### config.mk
export PLATFORM = sky130hd
export DESIGN_NAME = id_stage
export DESIGN_NICKNAME = d
export VERILOG_FILES = /design/src/common/rv_id_pkg.sv /design/src/hw/id_stage/id_branch_resolve.sv /design/src/hw/id_stage/id_decoder.sv /design/src/hw/id_stage/id_ex_reg.sv /design/src/hw/id_stage/id_operand_fwd.sv /design/src/hw/id_stage/id_stage.sv
export SDC_FILE = /design/constraint.sdc
export NUM_CORES = 1
export LEC_CHECK = 0
export ABC_AREA = 0
export BUFFER_PORTS_ARGS = -buffer_cell sky130_fd_sc_hd__buf_4
export CORE_ASPECT_RATIO = 1.1
export CORE_UTILIZATION = 48
export CTS_BUF_LIST = sky130_fd_sc_hd__clkbuf_8
export DETAILED_ROUTE_END_ITERATION = 7
export PLACE_DENSITY = 0.77
export REMOVE_ABC_BUFFERS = 1
export SYNTH_ARGS = -nofsm -noshare
export SYNTH_HDL_FRONTEND = slang
export SYNTH_SLANG_ARGS = --single-unit
### constraint.sdc
create_clock -name clk -period 5.5 [get_ports clk]
set_clock_uncertainty 0.2 [all_clocks]
set_input_delay 0.55 -clock clk [delete_from_list [all_inputs] [get_ports clk]]
set_output_delay 0.55 -clock clk [all_outputs]
set_load 0.02 [all_outputs]
### src/common/rv_id_pkg.sv
package rv_id_pkg;

	localparam int XLEN = 32;

	typedef logic [XLEN-1:0] word_t;     // Data and address word
	typedef logic [4:0]      reg_addr_t; // Register index
	typedef logic [31:0]     inst_t;

	// ------------------------------
	// Major opcodes, kept groups only
	localparam logic [6:0] OPC_LUI    = 7'b0110111;
	localparam logic [6:0] OPC_AUIPC  = 7'b0010111;
	localparam logic [6:0] OPC_JAL    = 7'b1101111;
	localparam logic [6:0] OPC_JALR   = 7'b1100111;
	localparam logic [6:0] OPC_BRANCH = 7'b1100011;
	localparam logic [6:0] OPC_LOAD   = 7'b0000011;
	localparam logic [6:0] OPC_OP_IMM = 7'b0010011;
	localparam logic [6:0] OPC_OP     = 7'b0110011;

	localparam logic [6:0] F7_BASE = 7'b0000000;
	localparam logic [6:0] F7_ALT  = 7'b0100000; // SUB and SRA

	localparam reg_addr_t NOP_REG = 5'd0; // x0, target of no-write ops

	// ------------------------------
	typedef enum logic [7:0] {
		ALU_NOP = 8'd0,
		ALU_LUI,
		ALU_AUIPC,
		ALU_JUMP_BRANCH,
		ALU_LB,
		ALU_LH,
		ALU_LW,
		ALU_LBU,
		ALU_LHU,
		ALU_ADD,
		ALU_SUB,
		ALU_SLT,
		ALU_SLTU,
		ALU_XOR,
		ALU_OR,
		ALU_AND,
		ALU_SLL,
		ALU_SRL,
		ALU_SRA
	} aluop_e;

	typedef enum logic [2:0] {
		RES_NOP = 3'd0,
		RES_LOGIC,
		RES_SHIFT,
		RES_ARITH,
		RES_UPPER_IMM,
		RES_JUMP_BRANCH,
		RES_LOAD
	} alusel_e;

	// ------------------------------
	typedef struct packed {
		reg_addr_t wd;
		logic      wreg;
		aluop_e    aluop;
		alusel_e   alusel;
		logic      reg1_read;
		logic      reg2_read; // Low means the operand is the immediate
		word_t     imm;
		logic      instvalid;
	} id_ctrl_t;

	typedef struct packed {
		logic      wreg;
		reg_addr_t wd;
		word_t     wdata;
	} fwd_t;

	typedef struct packed {
		aluop_e    aluop;
		alusel_e   alusel;
		word_t     reg1;
		word_t     reg2;
		reg_addr_t wd;
		logic      wreg;
		word_t     link_addr;
	} id_ex_t;

	localparam id_ctrl_t CTRL_INVALID = '{
		wd: NOP_REG, wreg: 1'b0, aluop: ALU_NOP, alusel: RES_NOP,
		reg1_read: 1'b0, reg2_read: 1'b0, imm: '0, instvalid: 1'b0
	};

	localparam id_ex_t EX_BUBBLE = '{
		aluop: ALU_NOP, alusel: RES_NOP, reg1: '0, reg2: '0,
		wd: NOP_REG, wreg: 1'b0, link_addr: '0
	};

endpackage

### src/hw/id_stage/id_branch_resolve.sv
module id_branch_resolve (
	input  rv_id_pkg::id_ctrl_t ctrl_i,
	input  rv_id_pkg::inst_t    inst_i,
	input  rv_id_pkg::word_t    pc_i,
	input  rv_id_pkg::word_t    reg1_i,
	input  rv_id_pkg::word_t    reg2_i,
	output logic                branch_flag_o,
	output rv_id_pkg::word_t    branch_tar_o,
	output rv_id_pkg::word_t    link_addr_o
);
	import rv_id_pkg::*;

	logic [6:0] opcode;
	logic       taken;
	logic       backward; // Fetch already predicted taken
	logic       is_branch;
	logic       is_jalr;
	word_t      pc_plus_4;
	word_t      b_off;
	word_t      jalr_sum;

	assign opcode    = inst_i[6:0];
	assign backward  = inst_i[31];
	assign is_branch = ctrl_i.instvalid && (opcode == OPC_BRANCH);
	assign is_jalr   = ctrl_i.instvalid && (opcode == OPC_JALR);
	assign pc_plus_4 = pc_i + 32'd4;
	assign b_off     = {{19{inst_i[31]}}, inst_i[31], inst_i[7], inst_i[30:25], inst_i[11:8], 1'b0};
	assign jalr_sum  = reg1_i + ctrl_i.imm;

	always_comb begin
		case (inst_i[14:12])
			3'b000:  taken = (reg1_i == reg2_i);
			3'b001:  taken = (reg1_i != reg2_i);
			3'b100:  taken = ($signed(reg1_i) < $signed(reg2_i));
			3'b101:  taken = ($signed(reg1_i) >= $signed(reg2_i));
			3'b110:  taken = (reg1_i < reg2_i);
			default: taken = (reg1_i >= reg2_i); // BGEU
		endcase
	end

	// Redirect only where the static guess was wrong
	always_comb begin
		branch_flag_o = 1'b0;
		branch_tar_o  = '0;
		if (is_branch && taken && !backward) begin
			branch_flag_o = 1'b1;
			branch_tar_o  = pc_i + b_off;
		end else if (is_branch && !taken && backward) begin
			branch_flag_o = 1'b1;
			branch_tar_o  = pc_plus_4; // Back to fall-through
		end else if (is_jalr) begin
			branch_flag_o = 1'b1;
			branch_tar_o  = {jalr_sum[XLEN-1:1], 1'b0};
		end
	end

	assign link_addr_o = (ctrl_i.instvalid && (opcode == OPC_JAL || opcode == OPC_JALR)) ?
		pc_plus_4 : '0;

endmodule

### src/hw/id_stage/id_decoder.sv
module id_decoder (
	input  rv_id_pkg::inst_t    inst_i,
	output rv_id_pkg::id_ctrl_t ctrl_o
);
	import rv_id_pkg::*;

	logic [6:0] opcode;
	logic [2:0] funct3;
	logic [6:0] funct7;
	reg_addr_t  rd;
	logic       alt;      // funct7 selects SUB/SRA
	logic       imm_ok;   // funct7 legal for OP-IMM
	logic       op_ok;    // funct7 legal for OP
	word_t      imm_u;
	word_t      imm_i;
	word_t      imm_sh;

	// OP and OP-IMM share the funct3 meaning
	function automatic aluop_e alu_op_of(input logic [2:0] f3, input logic use_alt);
		case (f3)
			3'b000:  alu_op_of = use_alt ? ALU_SUB : ALU_ADD;
			3'b001:  alu_op_of = ALU_SLL;
			3'b010:  alu_op_of = ALU_SLT;
			3'b011:  alu_op_of = ALU_SLTU;
			3'b100:  alu_op_of = ALU_XOR;
			3'b101:  alu_op_of = use_alt ? ALU_SRA : ALU_SRL;
			3'b110:  alu_op_of = ALU_OR;
			default: alu_op_of = ALU_AND;
		endcase
	endfunction

	function automatic alusel_e res_of(input aluop_e op);
		case (op)
			ALU_SLL, ALU_SRL, ALU_SRA: res_of = RES_SHIFT;
			ALU_XOR, ALU_OR, ALU_AND:  res_of = RES_LOGIC;
			default:                   res_of = RES_ARITH;
		endcase
	endfunction

	assign opcode = inst_i[6:0];
	assign rd     = inst_i[11:7];
	assign funct3 = inst_i[14:12];
	assign funct7 = inst_i[31:25];
	assign alt    = (funct7 == F7_ALT);

	assign imm_u  = {inst_i[31:12], 12'h000};
	assign imm_i  = {{20{inst_i[31]}}, inst_i[31:20]};
	assign imm_sh = {27'd0, inst_i[24:20]}; // shamt, zero extended

	assign imm_ok = (funct3 == 3'b001) ? (funct7 == F7_BASE) :
		(funct3 == 3'b101) ? (funct7 == F7_BASE || alt) : 1'b1;
	assign op_ok = (funct7 == F7_BASE) || (alt && (funct3 == 3'b000 || funct3 == 3'b101));

	always_comb begin
		ctrl_o = CTRL_INVALID; // Anything not matched below
		case (opcode)
			OPC_LUI, OPC_AUIPC: begin
				ctrl_o.instvalid = 1'b1;
				ctrl_o.wreg      = 1'b1;
				ctrl_o.aluop     = (opcode == OPC_LUI) ? ALU_LUI : ALU_AUIPC;
				ctrl_o.alusel    = RES_UPPER_IMM;
				ctrl_o.imm       = imm_u;
			end
			OPC_JAL: begin
				ctrl_o.instvalid = 1'b1;
				ctrl_o.wreg      = 1'b1;
				ctrl_o.aluop     = ALU_JUMP_BRANCH;
				ctrl_o.alusel    = RES_JUMP_BRANCH;
			end
			OPC_JALR: if (funct3 == 3'b000) begin
				ctrl_o.instvalid = 1'b1;
				ctrl_o.wreg      = 1'b1;
				ctrl_o.aluop     = ALU_JUMP_BRANCH;
				ctrl_o.alusel    = RES_JUMP_BRANCH;
				ctrl_o.reg1_read = 1'b1;
				ctrl_o.imm       = imm_i; // Target offset
			end
			OPC_BRANCH: if (funct3 != 3'b010 && funct3 != 3'b011) begin
				ctrl_o.instvalid = 1'b1;
				ctrl_o.aluop     = ALU_JUMP_BRANCH;
				ctrl_o.alusel    = RES_JUMP_BRANCH;
				ctrl_o.reg1_read = 1'b1;
				ctrl_o.reg2_read = 1'b1;
			end
			OPC_LOAD: begin
				ctrl_o.instvalid = 1'b1;
				ctrl_o.wreg      = 1'b1;
				ctrl_o.alusel    = RES_LOAD;
				ctrl_o.reg1_read = 1'b1;
				ctrl_o.imm       = imm_i; // Address offset
				case (funct3)
					3'b000:  ctrl_o.aluop = ALU_LB;
					3'b001:  ctrl_o.aluop = ALU_LH;
					3'b010:  ctrl_o.aluop = ALU_LW;
					3'b100:  ctrl_o.aluop = ALU_LBU;
					3'b101:  ctrl_o.aluop = ALU_LHU;
					default: ctrl_o = CTRL_INVALID;
				endcase
			end
			OPC_OP_IMM: if (imm_ok) begin
				ctrl_o.instvalid = 1'b1;
				ctrl_o.wreg      = 1'b1;
				ctrl_o.reg1_read = 1'b1;
				ctrl_o.aluop     = alu_op_of(funct3, alt && funct3 == 3'b101);
				ctrl_o.alusel    = res_of(ctrl_o.aluop);
				ctrl_o.imm       = (funct3 == 3'b001 || funct3 == 3'b101) ? imm_sh : imm_i;
			end
			OPC_OP: if (op_ok) begin
				ctrl_o.instvalid = 1'b1;
				ctrl_o.wreg      = 1'b1;
				ctrl_o.reg1_read = 1'b1;
				ctrl_o.reg2_read = 1'b1;
				ctrl_o.aluop     = alu_op_of(funct3, alt);
				ctrl_o.alusel    = res_of(ctrl_o.aluop);
			end
			default: ;
		endcase
		ctrl_o.wd = ctrl_o.wreg ? rd : NOP_REG;
	end

	wreg_needs_valid_a: assert final (!ctrl_o.wreg || ctrl_o.instvalid);

endmodule

### src/hw/id_stage/id_ex_reg.sv
module id_ex_reg (
	input  logic                clk,
	input  logic                rst_n_i,
	input  rv_id_pkg::id_ctrl_t ctrl_i,
	input  rv_id_pkg::word_t    reg1_i,
	input  rv_id_pkg::word_t    reg2_i,
	input  rv_id_pkg::word_t    link_addr_i,
	input  logic                stall_i,
	output rv_id_pkg::id_ex_t   ex_o
);
	import rv_id_pkg::*;

	id_ex_t ex_next;

	assign ex_next = '{
		aluop:     ctrl_i.aluop,
		alusel:    ctrl_i.alusel,
		reg1:      reg1_i,
		reg2:      reg2_i,
		wd:        ctrl_i.wd,
		wreg:      ctrl_i.wreg,
		link_addr: link_addr_i
	};

	// ------------------------------
	always_ff @(posedge clk or negedge rst_n_i) begin
		if (!rst_n_i) begin
			ex_o <= EX_BUBBLE;
		end else if (stall_i) begin
			ex_o <= EX_BUBBLE; // Decode is held, execute gets a NOP
		end else begin
			ex_o <= ex_next;
		end
	end

	// A stalled instruction must not reach execute as a write
	no_write_after_stall_a: assert property (
		@(posedge clk) disable iff (!rst_n_i)
		stall_i |=> !ex_o.wreg
	);

endmodule

### src/hw/id_stage/id_operand_fwd.sv
module id_operand_fwd (
	input  rv_id_pkg::id_ctrl_t  ctrl_i,
	input  rv_id_pkg::inst_t     inst_i,
	input  rv_id_pkg::word_t     reg1_data_i,
	input  rv_id_pkg::word_t     reg2_data_i,
	input  rv_id_pkg::fwd_t      ex_fwd_i,
	input  rv_id_pkg::fwd_t      mem_fwd_i,
	input  rv_id_pkg::aluop_e    ex_aluop_i,
	output rv_id_pkg::word_t     reg1_o,
	output rv_id_pkg::word_t     reg2_o,
	output rv_id_pkg::reg_addr_t reg1_addr_o,
	output rv_id_pkg::reg_addr_t reg2_addr_o,
	output logic                 stall_o
);
	import rv_id_pkg::*;

	logic ex_is_load;
	logic hazard1;
	logic hazard2;

	// Youngest producer wins
	function automatic word_t pick_operand(
		input logic      rd_en,
		input reg_addr_t addr,
		input word_t     rf_data,
		input word_t     imm,
		input fwd_t      ex_fwd,
		input fwd_t      mem_fwd
	);
		if (!rd_en)
			return imm;
		if (ex_fwd.wreg && ex_fwd.wd == addr)
			return ex_fwd.wdata;
		if (mem_fwd.wreg && mem_fwd.wd == addr)
			return mem_fwd.wdata;
		return rf_data;
	endfunction

	assign reg1_addr_o = inst_i[19:15]; // rs1
	assign reg2_addr_o = inst_i[24:20]; // rs2

	assign reg1_o = pick_operand(ctrl_i.reg1_read, reg1_addr_o, reg1_data_i,
		ctrl_i.imm, ex_fwd_i, mem_fwd_i);
	assign reg2_o = pick_operand(ctrl_i.reg2_read, reg2_addr_o, reg2_data_i,
		ctrl_i.imm, ex_fwd_i, mem_fwd_i);

	// ------------------------------
	// Load data not ready until after execute
	assign ex_is_load = ex_aluop_i inside {ALU_LB, ALU_LH, ALU_LW, ALU_LBU, ALU_LHU};
	assign hazard1    = ctrl_i.reg1_read && (ex_fwd_i.wd == reg1_addr_o);
	assign hazard2    = ctrl_i.reg2_read && (ex_fwd_i.wd == reg2_addr_o);
	assign stall_o    = ex_is_load && (hazard1 || hazard2);

endmodule

### src/hw/id_stage/id_stage.sv
module id_stage (
	input  logic                  clk,
	input  logic                  rst_n_i,
	input  rv_id_pkg::word_t      pc_i,
	input  rv_id_pkg::inst_t      inst_i,
	input  rv_id_pkg::word_t      reg1_data_i,
	input  rv_id_pkg::word_t      reg2_data_i,
	input  rv_id_pkg::fwd_t       ex_fwd_i,
	input  rv_id_pkg::fwd_t       mem_fwd_i,
	input  rv_id_pkg::aluop_e     ex_aluop_i,
	output rv_id_pkg::reg_addr_t  reg1_addr_o,
	output rv_id_pkg::reg_addr_t  reg2_addr_o,
	output logic                  stallreq_o,
	output logic                  branch_flag_o,
	output rv_id_pkg::word_t      branch_tar_o,
	output rv_id_pkg::id_ex_t     ex_o
);
	import rv_id_pkg::*;

	id_ctrl_t ctrl;
	word_t    reg1;      // Operands after forwarding
	word_t    reg2;
	word_t    link_addr;
	logic     stall;

	id_decoder u_decoder (
		.inst_i (inst_i),
		.ctrl_o (ctrl)
	);

	id_operand_fwd u_operand_fwd (
		.ctrl_i      (ctrl),
		.inst_i      (inst_i),
		.reg1_data_i (reg1_data_i),
		.reg2_data_i (reg2_data_i),
		.ex_fwd_i    (ex_fwd_i),
		.mem_fwd_i   (mem_fwd_i),
		.ex_aluop_i  (ex_aluop_i),
		.reg1_o      (reg1),
		.reg2_o      (reg2),
		.reg1_addr_o (reg1_addr_o),
		.reg2_addr_o (reg2_addr_o),
		.stall_o     (stall)
	);

	id_branch_resolve u_branch_resolve (
		.ctrl_i        (ctrl),
		.inst_i        (inst_i),
		.pc_i          (pc_i),
		.reg1_i        (reg1),
		.reg2_i        (reg2),
		.branch_flag_o (branch_flag_o),
		.branch_tar_o  (branch_tar_o),
		.link_addr_o   (link_addr)
	);

	id_ex_reg u_ex_reg (
		.clk         (clk),
		.rst_n_i     (rst_n_i),
		.ctrl_i      (ctrl),
		.reg1_i      (reg1),
		.reg2_i      (reg2),
		.link_addr_i (link_addr),
		.stall_i     (stall),
		.ex_o        (ex_o)
	);

	assign stallreq_o = stall;

endmodule

==> results_dict.tcl <==
set metrics [dict create \
    finalHoldViolCount 0 \
    finalSetupViolCount 33 \
    async_flop_share_pct 100 \
    reg_top3 "u_ex_reg.ex_o (110)" \
    fin_crit_ns 6.01 \
    switching_share_pct 34.1 \
    cts_buffers 9 \
    synthesis.area_um2 11000 \
    vdd_drop_max_uv 157 \
    cts_buffer_depth 2 \
    start_util_pct 49.3 \
    core_um2 22300 \
    tns_ns -12.82 \
    crit_top_cell "buf_4" \
    numPortBuffers 367 \
    layout_worst_path_cycle_share_pct 109 \
    yosys_warnings 0 \
    die_area_um2 23500 \
    maxCapViolCount 0 \
    final.setup.worst_slack_ns -0.511 \
    largest_register "u_ex_reg.ex_o" \
    hold_path_class "primary input to register" \
    min-delay-start "pc_i[2]" \
    wl_met1_mm 18.7 \
    violations "negative setup slack" \
    highest_layer "met5" \
    timing.final.max_slew_violations 0 \
    path_buf_inv 9 \
    relSlewSlack_pct 12.6 \
    postRouteAntennaNets 0 \
    min_to "u_ex_reg.ex_o[2]$_DFF_PN0_" \
    largest_reg_flops 110 \
    grt_usage_pct 40.7 \
    wl_mm 49.6 \
    cp_data_arrival_time_ns 5.26 \
    gp_congestion 1.04 \
    grt_pass1_vias 13518 \
    post-route-drc-count 0 \
    p_comb_share_pct 35.1 \
    cts.clk_slew.worst_paths_ns 0.13 \
    grt_first_pass_wirelength_mm 73.8 \
    synth_area_per_cell_um2 7.95 \
    fp.dieW_um 146 \
    rsz0062_at_grt "yes" \
    num_rows 57 \
    synth-main-ff-cell "dfrtp_1" \
    ys_ff_latch 110 \
    synth_cell_types 82 \
    cts-root-buf "clkbuf_8" \
    powerDensity_nw_per_um2 125 \
    wl_met3_mm 3.89 \
    fmax_ghz 0.166 \
    p_leak_nw 8.87 \
    clock-sinks 110 \
    synth_edf_count 0 \
    worst-slew-pin-transition_ns 1.31 \
    p_sw_w 0.000747 \
    die_y_um 161 \
    cp-end-kind "output pin" \
    cp-start-kind "primary input" \
    status "finished, violations left" \
    netlist_instances 1381 \
    yosysSeqAreaShare_pct 25.1 \
    dr.pass1.iters 6 \
    critical_path_class "primary input to output pin" \
    grt-ovfl-total 0 \
    internal_power_w 0.00145 \
    p_clk_share_pct 27.7 \
    num_vias 13766 \
    vias_per_cell 5.91 \
    critPathSlowestCell "or4_4" \
    ios 371 \
    htree_levels 3 \
    path_cells "buf_8 > or4_4 > buf_6 > nor3_4 > a31oi_4 > nor3_4 > buf_12 > nor2_4 > buf_4 > a211oi_4 > ha_1 > nand4_1 > buf_4 > a211oi_2 > nor4b_4 > o21ai_2 > a211oi_2 > mux2_4 > or3_4 > buf_12 > buf_16 > buf_4 > o221ai_4 > buf_6" \
    fin_nets 2336 \
    post_drt_wl_per_cell_um 21.3 \
    dpl_worst_slack_ns -0.699 \
    drt_iter0_markers 1052 \
    cts_tree "yes" \
    hpwl_mm 38.2 \
    synthToLayoutAreaGrowth_pct 59.3 \
    critPathRequiredTime_ns 4.75 \
    layout-drive-gt1-share_pct 41.1 \
    wl_met2_mm 23.9 \
    critPathMaxStageDelay_ns 0.55 \
    antenna_found_initial 2 \
    power_frac_seq_pct 37.3 \
    grt_start_max_net_pins 59 \
    min_path_cells 2 \
    crit_family "simple AND/OR/NAND/NOR gates" \
    crit_fanout 6 \
]
## final cells by class
| type | instances | area [um2] |
|---|---|---|
| Multi-Input combinational cell | 1165 | 8290 |
| Timing Repair Buffer | 710 | 5730 |
| Fill cell | 1645 | 4760 |
| Sequential cell | 110 | 2750 |
| Tap cell | 295 | 369 |
| Clock buffer | 9 | 124 |
| Inverter | 32 | 120 |
| Clock inverter | 7 | 103 |
| Antenna cell | 1 | 2.50 |
## power groups by stage
stage | clock network, W | logic (W) | registers, W
3_5_place_dp | 0 | 0.000693 | 0.000834
2_1_floorplan | 0 | 0.000299 | 0.000843
5_1_grt | 0.000642 | 0.000817 | 0.000819
6_report | 0.000607 | 0.000769 | 0.000818
3_3_place_gp | 0 | 0.000683 | 0.000833
4_1_cts | 0.000606 | 0.000742 | 0.000818
## synthesized netlist by cell type (5+ instances only)
master | number | share of area [%]
nor2_1 | 169 | 5.8
a21oi_1 | 140 | 6.4
nand2_1 | 127 | 4.3
dfrtp_1 | 110 | 25
ha_1 | 92 | 10
o21ai_0 | 87 | 4.0
mux2i_1 | 64 | 5.8
clkbuf_1 | 53 | 1.8
xnor2_1 | 51 | 4.1
xor2_1 | 49 | 3.9
nor2b_1 | 41 | 2.3
a21o_1 | 33 | 2.3
inv_1 | 32 | 1.1
nand3_1 | 26 | 1.2
nand4_1 | 25 | 1.4
a211oi_1 | 21 | 1.4
and2_1 | 20 | 1.1
o221ai_1 | 15 | 1.2
a31oi_1 | 14 | 0.80
and3_1 | 13 | 0.74
buf_4 | 13 | 0.89
nor3_1 | 13 | 0.59
nand2b_1 | 11 | 0.63
o21bai_1 | 11 | 0.75
nor4_1 | 10 | 0.57
o21a_1 | 9 | 0.62
or2_2 | 9 | 0.51
a221o_1 | 8 | 0.73
buf_1 | 6 | 0.21
o22ai_1 | 6 | 0.34
o31ai_1 | 6 | 0.41
a211o_1 | 5 | 0.40
## worst max-delay path by stage
stage	startpoint	to	slack, ns	depth (start not counted)
6_report	inst_i[28]	branch_tar_o[14]	-0.51	24
5_1_grt	inst_i[28]	branch_tar_o[14]	-0.62	24
3_5_place_dp	inst_i[28]	branch_tar_o[5]	-0.70	22
2_1_floorplan	inst_i[28]	branch_tar_o[17]	-1.86	17
3_3_place_gp	inst_i[28]	branch_tar_o[5]	-0.56	22
4_1_cts	inst_i[28]	branch_tar_o[30]	-0.33	24
## kinds of logic after synthesis
group / count (synthesis) / share of synthesized area (%)
muxes: 67 / 6.14
and+or+nand+nor: 498 / 21.8
other: 1 / 0.0342
DFF: 110 / 25.1
buffers and inverters: 109 / 4.40
adders and majority gates: 95 / 10.9
xor gates and xnor gates: 100 / 7.98
AOI/OAI and AO/OA: 401 / 23.7
## cells in the final DEF (no fill, tap or decap), types with 26 or more instances in the layout
cell type	Yosys	routed
a21o_1	33	33
a21oi_1	140	128
buf_4	13	662
dfrtp_1	110	110
ha_1	92	91
inv_1	32	31
mux2i_1	64	64
nand2_1	127	121
nand3_1	26	26
nor2_1	169	163
nor2b_1	41	41
o21ai_0	87	64
xnor2_1	51	51
xor2_1	49	48
## per-stage QoR
stage / cell area [um2] / utilization, % / cells / hold WS (ns) / power, W
floorplan: 10600 / - / 1306 / 0.0544 / 0.00114
global placement: 16200 / 72.9 / 2278 / 0.432 / 0.00152
detailed placement: 16200 / 72.9 / 2278 / 0.445 / 0.00153
CTS: 17300 / 77.9 / 2319 / 0.134 / 0.00217
global route: 17500 / 78.6 / 2328 / 0.122 / 0.00228
finish: 17500 / 78.6 / 2329 / 0.137 / 0.00219
## metal layers
layer | global-route usage, % | vias to the layer above
li1 | - | 6286
met1 | 48.6 | 6517
met2 | 68.9 | 756
met3 | 6.70 | 203
met4 | 24.0 | 4
met5 | 0 | -
## repair_timing
action | CTS | global route
hold endpoints to repair | 5 | 0
cloned | 6 | 0
buffers inserted | 19 | 10
endpoints found under the setup margin | 33 | 33
hold buffers | 1 | 0
pin swaps | 18 | 12
resized for setup | 130 | 24
(Power assumes the default switching activity.)
